<file path="src/lcStatePkg.sv">
// Shared encodings and types for the life-cycle state checker
// Reduced state set of nine persistent states and counts 0 to 8
// Sparse values are local to this design and do not match any fuse map
// Decoded codes and the invalid count value 15 are exposed on the outputs
`default_nettype none

package lcStatePkg;

  ////////////////////////////////////////////////////////////
  // Persistent vector encodings as read from fuses
  ////////////////////////////////////////////////////////////

  // Sparse 16-bit state words, any other value is invalid
  typedef enum logic [15:0] {
    LcStRaw           = 16'h0000,
    LcStTestUnlocked0 = 16'h3a5c,
    LcStTestLocked0   = 16'h5c93,
    LcStTestUnlocked1 = 16'h96e1,
    LcStDev           = 16'hc7a2,
    LcStProd          = 16'h2bd9,
    LcStProdEnd       = 16'he15e,
    LcStRma           = 16'h7d34,
    LcStScrap         = 16'hffff
  } lcStateE;

  // Sparse transition count words
  typedef enum logic [15:0] {
    LcCnt0 = 16'h0000,
    LcCnt1 = 16'h1c6a,
    LcCnt2 = 16'h3e5d,
    LcCnt3 = 16'h53b7,
    LcCnt4 = 16'h67c1,
    LcCnt5 = 16'h8a2f,
    LcCnt6 = 16'h9d74,
    LcCnt7 = 16'hb5e9,
    LcCnt8 = 16'hf6d3
  } lcCntE;

  // Multi-bit boolean, anything but these two patterns is invalid
  typedef enum logic [3:0] {
    On  = 4'b0101,
    Off = 4'b1010
  } lcTxT;

  // Controller FSM states that come with each record
  typedef enum logic [2:0] {
    ResetSt, IdleSt, EscalateSt, PostTransSt, InvalidSt, ScrapSt
  } fsmStateE;

  ////////////////////////////////////////////////////////////
  // Decoded representation
  ////////////////////////////////////////////////////////////

  typedef enum logic [4:0] {
    DecLcStRaw           = 5'd0,
    DecLcStTestUnlocked0 = 5'd1,
    DecLcStTestLocked0   = 5'd2,
    DecLcStTestUnlocked1 = 5'd3,
    DecLcStDev           = 5'd4,
    DecLcStProd          = 5'd5,
    DecLcStProdEnd       = 5'd6,
    DecLcStRma           = 5'd7,
    DecLcStScrap         = 5'd8,
    DecLcStEscalate      = 5'd9,
    DecLcStPostTrans     = 5'd10,
    DecLcStInvalid       = 5'd11
  } decLcStateE;

  // Redundant copies of the decoded state
  parameter int unsigned DecLcStateNumRep = 3;
  typedef decLcStateE [DecLcStateNumRep-1:0] extDecLcStateT;

  typedef enum logic [1:0] {
    DecLcIdBlank        = 2'd0,
    DecLcIdPersonalized = 2'd1,
    DecLcIdInvalid      = 2'd2
  } decLcIdStateE;

  typedef logic [3:0] decLcCntT;
  // All ones marks an undecodable count
  parameter decLcCntT DecLcCntInvalid = 4'd15;

  // Bit 0 valid low, 1 state, 2 count, 3 secrets, 4 zero count, 5 personalized too early
  typedef logic [5:0] stateErrT;

  typedef struct packed {
    logic     stateValid;
    lcStateE  state;
    lcCntE    cnt;
    lcTxT     secretsValid;
    fsmStateE fsmState;
  } lcRecordT;

  typedef struct packed {
    extDecLcStateT decState;
    decLcIdStateE  idState;
    decLcCntT      cnt;
    stateErrT      err;
  } lcResultT;

  // Same code in every redundant copy
  function automatic extDecLcStateT lcRepState(decLcStateE st);
    extDecLcStateT rep;
    for (int k = 0; k < DecLcStateNumRep; k++) begin
      rep[k] = st;
    end
    return rep;
  endfunction

  // Only the exact On pattern counts as true
  function automatic logic lcTxTestTrueStrict(lcTxT v);
    return v == On;
  endfunction

endpackage

`default_nettype wire

</file>
<file path="src/lcLaneIf.sv">
// Per-lane handshakes between dispatcher, decode lane and collector
// No clock inside, all sampling happens in the attached modules
`default_nettype none

// Record going into a lane, taken when valid is high on a rising edge
interface lcRecIf;
  import lcStatePkg::*;

  logic     valid;
  lcRecordT rec;
  // Lane still holds an untaken result
  logic     busy;

  modport dispatcher (output valid, output rec, input busy);
  modport lane       (input valid, input rec, output busy);
endinterface

// Result coming out of a lane, full drops on the edge where take is high
interface lcResIf;
  import lcStatePkg::*;

  logic     full;
  lcResultT res;
  logic     take;

  modport lane      (output full, output res, input take);
  modport collector (input full, input res, output take);
endinterface

`default_nettype wire

</file>
<file path="src/lcDecCollect.sv">
// In-order drain of the decode lanes onto the output port
// Consumer must never return more credits than it was sent results
// Each send also frees one input credit for the sender
`default_nettype none

module lcDecCollect #(
  parameter int unsigned NumLanes   = 3,
  parameter int unsigned OutCredits = 2
) (
  input  wire                  clk_i,
  input  wire                  rstN_i,
  lcResIf.collector            resIf[NumLanes],
  input  wire                  outCredit_i,
  output logic                 outValid_o,
  output lcStatePkg::lcResultT outRes_o,
  output logic                 inCredit_o
);
  import lcStatePkg::*;

  localparam int unsigned PtrW = (NumLanes > 1) ? $clog2(NumLanes) : 1;
  localparam int unsigned CntW = $clog2(OutCredits + 1);

  logic [PtrW-1:0]     rdPtr;
  logic [CntW-1:0]     credCnt;
  logic [NumLanes-1:0] fullVec;
  lcResultT            resArr[NumLanes];
  logic                send;
  logic                sentQ;

  // Gather lane state and hand out the take strobe
  for (genvar g = 0; g < NumLanes; g++) begin : genLaneIo
    assign fullVec[g]    = resIf[g].full;
    assign resArr[g]     = resIf[g].res;
    assign resIf[g].take = send && (rdPtr == PtrW'(g));
  end

  // Oldest lane ready and the consumer has room
  assign send = fullVec[rdPtr] && (credCnt != '0);

  ////////////////////////////////////////////////////////////
  // Pointer, credits and output strobe
  ////////////////////////////////////////////////////////////

  always_ff @(posedge clk_i or negedge rstN_i) begin
    if (!rstN_i) begin
      rdPtr   <= '0;
      credCnt <= CntW'(OutCredits);
      sentQ   <= 1'b0;
    end else begin
      sentQ <= send;
      if (send) begin
        if (rdPtr == PtrW'(NumLanes - 1)) begin
          rdPtr <= '0;
        end else begin
          rdPtr <= rdPtr + 1'b1;
        end
      end
      // Return and spend in one cycle cancel out
      if (outCredit_i && !send) begin
        credCnt <= credCnt + 1'b1;
      end else if (!outCredit_i && send) begin
        credCnt <= credCnt - 1'b1;
      end
    end
  end

  always_ff @(posedge clk_i) begin
    if (send) begin
      outRes_o <= resArr[rdPtr];
    end
  end

  assign outValid_o = sentQ;
  // Lane was freed on the same edge
  assign inCredit_o = sentQ;

endmodule

`default_nettype wire

</file>
<file path="src/lcStateCheckTop.sv">
// Life-cycle state record checker with credit flow control on both sides
// Sender starts with NumLanes credits, consumer side starts with OutCredits
// Results leave in acceptance order, two edges after acceptance at the earliest
`default_nettype none

module lcStateCheckTop #(
  parameter int unsigned NumLanes   = 3,
  parameter int unsigned OutCredits = 2
) (
  input  wire                       clk_i,
  input  wire                       rstN_i,
  // Record input
  input  wire                       inValid_i,
  input  wire                       inStateValid_i,
  input  lcStatePkg::lcStateE       inState_i,
  input  lcStatePkg::lcCntE         inCnt_i,
  input  lcStatePkg::lcTxT          inSecretsValid_i,
  input  lcStatePkg::fsmStateE      inFsmState_i,
  output logic                      inCredit_o,
  // Result output
  output logic                      outValid_o,
  output lcStatePkg::extDecLcStateT outDecState_o,
  output lcStatePkg::decLcIdStateE  outIdState_o,
  output lcStatePkg::decLcCntT      outCnt_o,
  output lcStatePkg::stateErrT      outErr_o,
  input  wire                       outCredit_i,
  output logic                      credErr_o
);
  import lcStatePkg::*;

  lcRecordT inRec;
  lcResultT outRes;

  assign inRec = '{
    stateValid:   inStateValid_i,
    state:        inState_i,
    cnt:          inCnt_i,
    secretsValid: inSecretsValid_i,
    fsmState:     inFsmState_i
  };

  lcRecIf recIf[NumLanes] ();
  lcResIf resIf[NumLanes] ();

  lcVecDispatch #(
    .NumLanes (NumLanes)
  ) uDispatch (
    .clk_i     (clk_i),
    .rstN_i    (rstN_i),
    .inValid_i (inValid_i),
    .rec_i     (inRec),
    .recIf     (recIf),
    .credErr_o (credErr_o)
  );

  // Identical decode lanes
  for (genvar g = 0; g < NumLanes; g++) begin : genLane
    lcStateDecode uLane (
      .clk_i  (clk_i),
      .rstN_i (rstN_i),
      .recIf  (recIf[g]),
      .resIf  (resIf[g])
    );
  end

  lcDecCollect #(
    .NumLanes   (NumLanes),
    .OutCredits (OutCredits)
  ) uCollect (
    .clk_i       (clk_i),
    .rstN_i      (rstN_i),
    .resIf       (resIf),
    .outCredit_i (outCredit_i),
    .outValid_o  (outValid_o),
    .outRes_o    (outRes),
    .inCredit_o  (inCredit_o)
  );

  assign outDecState_o = outRes.decState;
  assign outIdState_o  = outRes.idState;
  assign outCnt_o      = outRes.cnt;
  assign outErr_o      = outRes.err;

endmodule

`default_nettype wire

</file>
<file path="src/lcStateDecode.sv">
// One decode lane: combinational check of a life-cycle record plus a result holder
// A new record is only offered while the lane is empty
// Result stays put until the collector takes it
`default_nettype none

module lcStateDecode (
  input  wire  clk_i,
  input  wire  rstN_i,
  lcRecIf.lane recIf,
  lcResIf.lane resIf
);
  import lcStatePkg::*;

  lcRecordT      rec;
  extDecLcStateT decState;
  decLcIdStateE  idState;
  decLcCntT      decCnt;
  stateErrT      err;
  logic          full;

  assign rec = recIf.rec;

  ////////////////////////////////////////////////////////////
  // Decode
  ////////////////////////////////////////////////////////////

  always_comb begin
    // Everything invalid unless proven otherwise
    decState = lcRepState(DecLcStInvalid);
    decCnt   = DecLcCntInvalid;
    idState  = DecLcIdInvalid;
    err      = '0;

    unique case (rec.fsmState)
      // Nothing decoded while the controller is in reset
      ResetSt: ;
      // Transient states are not part of the fuse vector
      EscalateSt:  decState = lcRepState(DecLcStEscalate);
      PostTransSt: decState = lcRepState(DecLcStPostTrans);
      InvalidSt:   decState = lcRepState(DecLcStInvalid);
      ScrapSt:     decState = lcRepState(DecLcStScrap);
      default: begin
        // Fuse partition must report valid outside of reset
        err[0] = ~rec.stateValid;

        unique case (rec.state)
          LcStRaw:           decState = lcRepState(DecLcStRaw);
          LcStTestUnlocked0: decState = lcRepState(DecLcStTestUnlocked0);
          LcStTestLocked0:   decState = lcRepState(DecLcStTestLocked0);
          LcStTestUnlocked1: decState = lcRepState(DecLcStTestUnlocked1);
          LcStDev:           decState = lcRepState(DecLcStDev);
          LcStProd:          decState = lcRepState(DecLcStProd);
          LcStProdEnd:       decState = lcRepState(DecLcStProdEnd);
          LcStRma:           decState = lcRepState(DecLcStRma);
          LcStScrap:         decState = lcRepState(DecLcStScrap);
          default:           err[1] = 1'b1;
        endcase

        unique case (rec.cnt)
          LcCnt0:  decCnt = 4'd0;
          LcCnt1:  decCnt = 4'd1;
          LcCnt2:  decCnt = 4'd2;
          LcCnt3:  decCnt = 4'd3;
          LcCnt4:  decCnt = 4'd4;
          LcCnt5:  decCnt = 4'd5;
          LcCnt6:  decCnt = 4'd6;
          LcCnt7:  decCnt = 4'd7;
          LcCnt8:  decCnt = 4'd8;
          default: err[2] = 1'b1;
        endcase

        // Secrets flag gives the ID state
        unique case (rec.secretsValid)
          Off:     idState = DecLcIdBlank;
          On:      idState = DecLcIdPersonalized;
          default: err[3] = 1'b1;
        endcase

        // Leaving Raw always costs at least one transition
        if (rec.state != LcStRaw && rec.cnt == LcCnt0) begin
          err[4] = 1'b1;
        end

        // Personalized parts must be in a mission or end-of-life state
        if (lcTxTestTrueStrict(rec.secretsValid) &&
            !(rec.state inside {LcStDev, LcStProd, LcStProdEnd, LcStRma, LcStScrap})) begin
          err[5] = 1'b1;
        end
      end
    endcase
  end

  ////////////////////////////////////////////////////////////
  // Result holder
  ////////////////////////////////////////////////////////////

  always_ff @(posedge clk_i or negedge rstN_i) begin
    if (!rstN_i) begin
      full <= 1'b0;
    end else if (recIf.valid) begin
      full <= 1'b1;
    end else if (resIf.take) begin
      full <= 1'b0;
    end
  end

  // Payload only loads on acceptance
  always_ff @(posedge clk_i) begin
    if (recIf.valid) begin
      resIf.res <= '{decState: decState, idState: idState, cnt: decCnt, err: err};
    end
  end

  assign resIf.full = full;
  assign recIf.busy = full;

endmodule

`default_nettype wire

</file>
<file path="src/lcVecDispatch.sv">
// Round-robin steering of incoming records to the decode lanes
// Sender must respect credits; a record hitting a busy lane is lost
// The credit error flag stays set until reset
`default_nettype none

module lcVecDispatch #(
  parameter int unsigned NumLanes = 3
) (
  input  wire                  clk_i,
  input  wire                  rstN_i,
  input  wire                  inValid_i,
  input  lcStatePkg::lcRecordT rec_i,
  lcRecIf.dispatcher           recIf[NumLanes],
  output logic                 credErr_o
);
  import lcStatePkg::*;

  localparam int unsigned PtrW = (NumLanes > 1) ? $clog2(NumLanes) : 1;

  logic [PtrW-1:0]     wrPtr;
  logic [NumLanes-1:0] busyVec;
  logic                accept;
  logic                overrun;

  // Fan out record and gated valid to every lane
  for (genvar g = 0; g < NumLanes; g++) begin : genLaneIo
    assign recIf[g].rec   = rec_i;
    assign recIf[g].valid = inValid_i && (wrPtr == PtrW'(g)) && !recIf[g].busy;
    assign busyVec[g]     = recIf[g].busy;
  end

  assign accept  = inValid_i && !busyVec[wrPtr];
  // Busy target means the sender ran past its credits
  assign overrun = inValid_i && busyVec[wrPtr];

  ////////////////////////////////////////////////////////////
  // Pointer and sticky error
  ////////////////////////////////////////////////////////////

  always_ff @(posedge clk_i or negedge rstN_i) begin
    if (!rstN_i) begin
      wrPtr     <= '0;
      credErr_o <= 1'b0;
    end else begin
      // Advance only past lanes that really got a record
      if (accept) begin
        if (wrPtr == PtrW'(NumLanes - 1)) begin
          wrPtr <= '0;
        end else begin
          wrPtr <= wrPtr + 1'b1;
        end
      end
      if (overrun) begin
        credErr_o <= 1'b1;
      end
    end
  end

endmodule

`default_nettype wire

</file>
<file path="config.mk">
export PLATFORM = sky130hd
export DESIGN_NAME = lcStateCheckTop
export DESIGN_NICKNAME = d
export VERILOG_FILES = /design/src/lcStatePkg.sv /design/src/lcLaneIf.sv /design/src/lcDecCollect.sv /design/src/lcStateCheckTop.sv /design/src/lcStateDecode.sv /design/src/lcVecDispatch.sv
export SDC_FILE = /design/constraint.sdc
export NUM_CORES = 1
export LEC_CHECK = 0
export BUFFER_PORTS_ARGS = -buffer_cell sky130_fd_sc_hd__buf_2
export CAP_MARGIN = 20
export CORE_MARGIN = 5
export CORE_UTILIZATION = 50
export DETAILED_ROUTE_END_ITERATION = 8
export PLACE_DENSITY = 0.83
export SLEW_MARGIN = 20
export SYNTH_ARGS = -nofsm -noshare
export SYNTH_HDL_FRONTEND = slang
export SYNTH_SLANG_ARGS = --single-unit
</file>
<file path="constraint.sdc">
create_clock -name clk_i -period 2.9 [get_ports clk_i]
set_clock_uncertainty 0.1 [all_clocks]
set_input_delay 0.145 -clock clk_i [delete_from_list [all_inputs] [get_ports clk_i]]
set_output_delay 0.145 -clock clk_i [all_outputs]
set_load 0.005 [all_outputs]
</file>
# Yosys cells after proc, flatten, opt, wreduce, memory -nomap -nowiden

Cells that the tools add are included.
Widths: inputs -> output; s select.

Register bits after elaboration: 119
Output and inout port bits: 30

Bitwise logic cells: 2
Equal/unequal tests: 26
Reductions and logical operators: 40
$lt $le $gt $ge: 3
Muxes and demuxes: 29
Add/sub/neg operators: 4

Operator list:

| kind                 | count |
|---|---|
| $eq 16x16->1 const B | 8 |
| $pmux 14 s9          | 1 |
| $eq 16x15->1 const B | 4 |
| $pmux 14 s4          | 1 |
| $bmux 27 s2          | 1 |
| $mux 27              | 2 |
| $eq 16x14->1 const B | 3 |
| $pmux 4 s9           | 1 |
| $logic_not 16->1     | 2 |
| $reduce_or 9->1      | 2 |
| $eq 16x13->1 const B | 1 |
| $logic_and 1x1->1    | 16 |
| $reduce_bool 16->1   | 1 |
| $mux 1               | 13 |
| $mux 2               | 5 |
| $reduce_bool 2->1    | 5 |
| $logic_not 1->1      | 7 |
| $add 2x1->2 const B  | 3 |
| $eq 3x2->1 const B   | 2 |
| $eq 3x3->1 const B   | 2 |
| $lt 2x3->1 const B   | 2 |
| $mux 6               | 1 |
| $reduce_bool 5->1    | 1 |
| $reduce_or 5->1      | 1 |
| 14 further kinds     | 19 |

# Logic depth before layout (Yosys ltp)

Word-level depth: 6
Gate-level depth with buffers: 8

# By module

From an unflattened synthesis, not the netlist that was laid out.

Cell total of the unflattened synthesis: 761
Area, all modules: 7095.6 um^2

Modules (own cells, without submodules):

| module                           | area an instance (um^2) | cells each | times used | seq. area each (um^2) |
|---|---|---|---|---|
| lcDecCollect                     | 1685.4                  | 148        | 1          | 937.1 |
| lcStateDecode (genLane[0].uLane) | 1468.9                  | 161        | 1          | 505.5 |
| lcStateDecode (genLane[2].uLane) | 1443.9                  | 159        | 1          | 505.5 |
| lcStateDecode (genLane[1].uLane) | 1415.1                  | 156        | 1          | 505.5 |
| lcVecDispatch                    | 1082.3                  | 137        | 1          | 75.1 |

# Worst setup path before layout

Ideal clock, no wire load.

Path kind: register -> register
From: register uDispatch.wrPtr[1]
To: register, netlist name genLane[0].uLane.resIf.res[0]
Cell stages (with the launch flop): 2
Arrival time: 2.361 ns
Path slack: -0.003 ns
Period minus slack after synthesis: 2.903 ns
Cell sequence: dfrtp_1 nor4b_1

Cells in the longest elaborated chain, start to end: 3

Ends and longest elaborated chain:

| what                                   | RTL line            | source |
|---|---|---|
| from (decl)                            | lcVecDispatch.sv:20 | `logic [PtrW-1:0] wrPtr;` |
| from (signal assigned)                 | lcVecDispatch.sv:50 | `wrPtr <= wrPtr + 1'b1;` |
| $logic_not 2->1                        | lcVecDispatch.sv:28 | `assign recIf[g].valid = inValid_i && (wrPtr == PtrW'(g)) && !recIf[g].busy;` |
| $logic_and 1x1->1 (2 in a row)         | lcVecDispatch.sv:28 |  |
| named net genLane[0].uLane.recIf.valid | lcLaneIf.sv:15      | `modport lane (input valid, input rec, output busy);` |

The timed path passes the listed nets, and every way through them passes these cells.
A chain may end at the register's enable or synchronous reset.

# Final worst setup path

From: register uCollect.rdPtr[0]
To: register uCollect.outRes_o[5] in the netlist's numbering, enable pin

Cells in the longest elaborated chain, start to end: 3

Ends and longest elaborated chain:

| what                         | RTL line           | source |
|---|---|---|
| from (decl)                  | lcDecCollect.sv:23 | `logic [PtrW-1:0] rdPtr;` |
| from (signal assigned)       | lcDecCollect.sv:55 | `rdPtr <= rdPtr + 1'b1;` |
| $bmux 1 s2                   | lcDecCollect.sv:38 | `assign send = fullVec[rdPtr] && (credCnt != '0);` |
| $mux 1 (not written as such) | lcDecCollect.sv:38 |  |
| $logic_and 1x1->1            | lcDecCollect.sv:38 |  |
| named net uCollect.send      | lcDecCollect.sv:27 | `logic send;` |
| to (signal assigned)         | lcDecCollect.sv:69 | `outRes_o <= resArr[rdPtr];` |
| to (decl)                    | lcDecCollect.sv:15 | `output lcStatePkg::lcResultT outRes_o,` |

The timed path passes the listed nets, and every way through them passes these cells. The select of a mux whose other input is x is not followed.

==> metrics.txt <==
min cycle time layout about 2.1 ns; crit path kind register to register; clock tree sinks 75; # DRC 0; Setup crit end kind register; Total Routing Usage GR 0.181; Wirelength per Cell about 16 um; sequential area share after synthesis 0.597; fraction of registers with async set/reset 0.147; Hold Crit Start outCredit_i; die area between 0.009 and 0.01 sq mm; global-route wire length before repair between 10 and 15 mm; DIE HEIGHT 95.8 um; cell with the most instances after synthesis edfxtp_1; drt pass-1 iters 4; cell area after synthesis about 0.0037 sq mm; Post-synth EDFFs 64; startpoint of the worst-slack reg-to-reg timing path uCollect.rdPtr[0]$_DFFE_PN0P_; top cells by area, synth edfxtp_1 52%, dfrtp_1 6.8%, mux2i_1 4.9%, nand2_1 3.4%, o21ai_0 2.6%; post-synth cell types 51; setup violators final 0; outcome completed; layout cell share with drive strength beyond 1 0.268; RSZ-0062 raised after global routing false; Max clock buf depth 2; port bufs 70; DR vias approximately 2800; post-route cell area between 0.004 and 0.005 sq mm; cells on worst reg2reg path 4; clk root buf clkbuf_8; Remaining Overflow, GRT 0; Worst Hold End uCollect.credCnt[0]$_DFFE_PN0P_; IR drop worst, VDD between 400 and 500 uV; pre-CTS setup slack around 0.69 ns; # diodes 0; Worst setup SP type register; flop2flop setup slack 0.82 ns; fin nets 425; Pleak about 1.6 nW; MaxCap Viol Count 0; Worst Hold Depth 3; Final Max Slew Viols 0; Power Density about 800 mW/mm^2; Critical Path Start uCollect.rdPtr[0]$_DFFE_PN0P_; Num CTS Buffers 9; DRT iter0 DRCs roughly 170; #FFs+latches synth 75; fill count between 500 and 600; initial antenna violation count 0; Final period util 0.719; IO Pins 74; Detailed Place HPWL approximately 5.6 mm; FMAX about 480 MHz; layout overhead on the synthesized area 19.2%; num rows 31; worst hold path class primary input to register; CTS tree yes; Clk Latency, worst-skew pair around 0.34 ns; DIE WIDTH around 96 um; Worst-Margin Slew ~0.66 ns; number of global-route vias before repair 2709; final wirelength 7.66 mm; setup tns final 0 ns; Vias/cell around 5.7; crit-path max FO 17; CP required around 2.8 ns; post-synth top area share 0.522; Hold Worst Slack 0.0450 ns; Fin. Hold Viols 0; Data arrival, critical path slightly below 2 ns; Commonest cells post-synth 64 x edfxtp_1, 33 x nand2_1, 19 x o21ai_0; Resized Gates After CTS 0; Initial Utilization 0.510; core area 0.00721 sq mm; largest net degree at the start of global routing 20; Synth area leader edfxtp_1; RR Endpoint uCollect.outRes_o[5]$_DFFE_PP_; Clk pin slew, worst setup/hold paths about 0.070 ns; worst setup margin 0.815 ns; synthesized instance count ~310; yosys warns 0; DP Area 0.00414 sq mm; Mean Syn Cell Area 12.0 sq um; Top FF cell, synth edfxtp_1; H-tree level count 3; Final Core Density 0.608; GP Congestion 0.940; number of routed nets with antenna violations 0; Slew headroom 0.557
through the flow:
stage          instances  power, mW
2_1_floorplan        308       2.36
3_3_place_gp         465       2.72
3_5_place_dp         465       2.77
4_1_cts              484       3.61
5_1_grt              484       3.81
6_report             484       3.57
how the worst max path moves through the flow:
| stage | to | cells past startpoint |
|---|---|---|
| 6_report | uCollect.outRes_o[5]$_DFFE_PP_ | 4 |
| 5_1_grt | uCollect.outRes_o[11]$_DFFE_PP_ | 4 |
| 4_1_cts | uCollect.outRes_o[5]$_DFFE_PP_ | 4 |
| 3_5_place_dp | genLane[0].uLane.resIf.res[18]$_DFFE_PP_ | 7 |
| 3_3_place_gp | genLane[0].uLane.resIf.res[8]$_DFFE_PP_ | 5 |
| 2_1_floorplan | genLane[1].uLane.resIf.res[0]$_DFFE_PP_ | 1 |
repair_timing:
item | CTS | global route
hold endpoints to repair | 15 | 0
buffers inserted | 0 | 0
setup endpoints to repair | 0 | 0
hold buffers | 3 | 0
flip-flops by register name, summed over array words and instances, names as in the netlist:
register	flops
genLane.uLane.resIf.res	48
uCollect.rdPtr	2
uCollect.credCnt	2
uDispatch.credErr_o	1
uDispatch.wrPtr	2
uCollect.outRes_o	16
uCollect.inCredit_o	1
genLane.uLane.recIf.busy	3
worst max-delay path, stage by stage, from the launching register on:
cell and delay [ns]:
dfrtp_1 0.45, nor2b_1 0.17, and2_1 0.15, o22ai_1 0.39, inv_1 0.46
routing by layer:
layer	vias to the layer above	share of wire	GRT usage
li1	1327	-	-
met3	20	0.061	0.0414
met2	100	0.51	0.316
met1	1326	0.41	0.221
met4	0	0.018	0.0592
met5	-	0	0
cells in the final DEF, fill, tap and decap left out, types with 10 or more instances in the layout:
master and count:
nor4_1 12, mux2i_1 18, nand2_1 33, nor2_1 18
edfxtp_1 64, dfrtp_1 10, nand3_1 10, o21ai_0 19
buf_2 70
where the power goes:
| part | switching [mW] | internal (mW) | leakage (nW) |
|---|---|---|---|
| logic | 0.598 | 0.430 | 0.831 |
| clock network | 0.354 | 0.482 | 0.113 |
| registers | 0.155 | 1.55 | 0.673 |
final cells by class:
cell class	instances	area (sq um)	area share
flip-flops and latches	75	2200	0.501
multi-input cells	209	1400	0.319
repair buffers	79	425	0.0970
clock buffers	9	124	0.0282
well taps	99	124	0.0282
clock inverters	7	92.6	0.0211
inverters	6	22.5	0.00513
logic make-up (layout without fill, tap and decap cells):
family / count (synthesis) / count (layout) / synth area share
AO/OA/AOI/OAI: 38 / 38 / 0.0646
XOR/XNOR: 3 / 3 / 0.00714
adder cells (fa/ha/maj): 1 / 1 / 0.00340
buffers and inverters: 24 / 101 / 0.0367
flip-flops: 75 / 75 / 0.597
multiplexers: 18 / 18 / 0.0489
other: 1 / 3 / 0.00102
AND/OR/NAND/NOR: 146 / 146 / 0.241
Note: power is estimated with default switching activity, not from simulation.
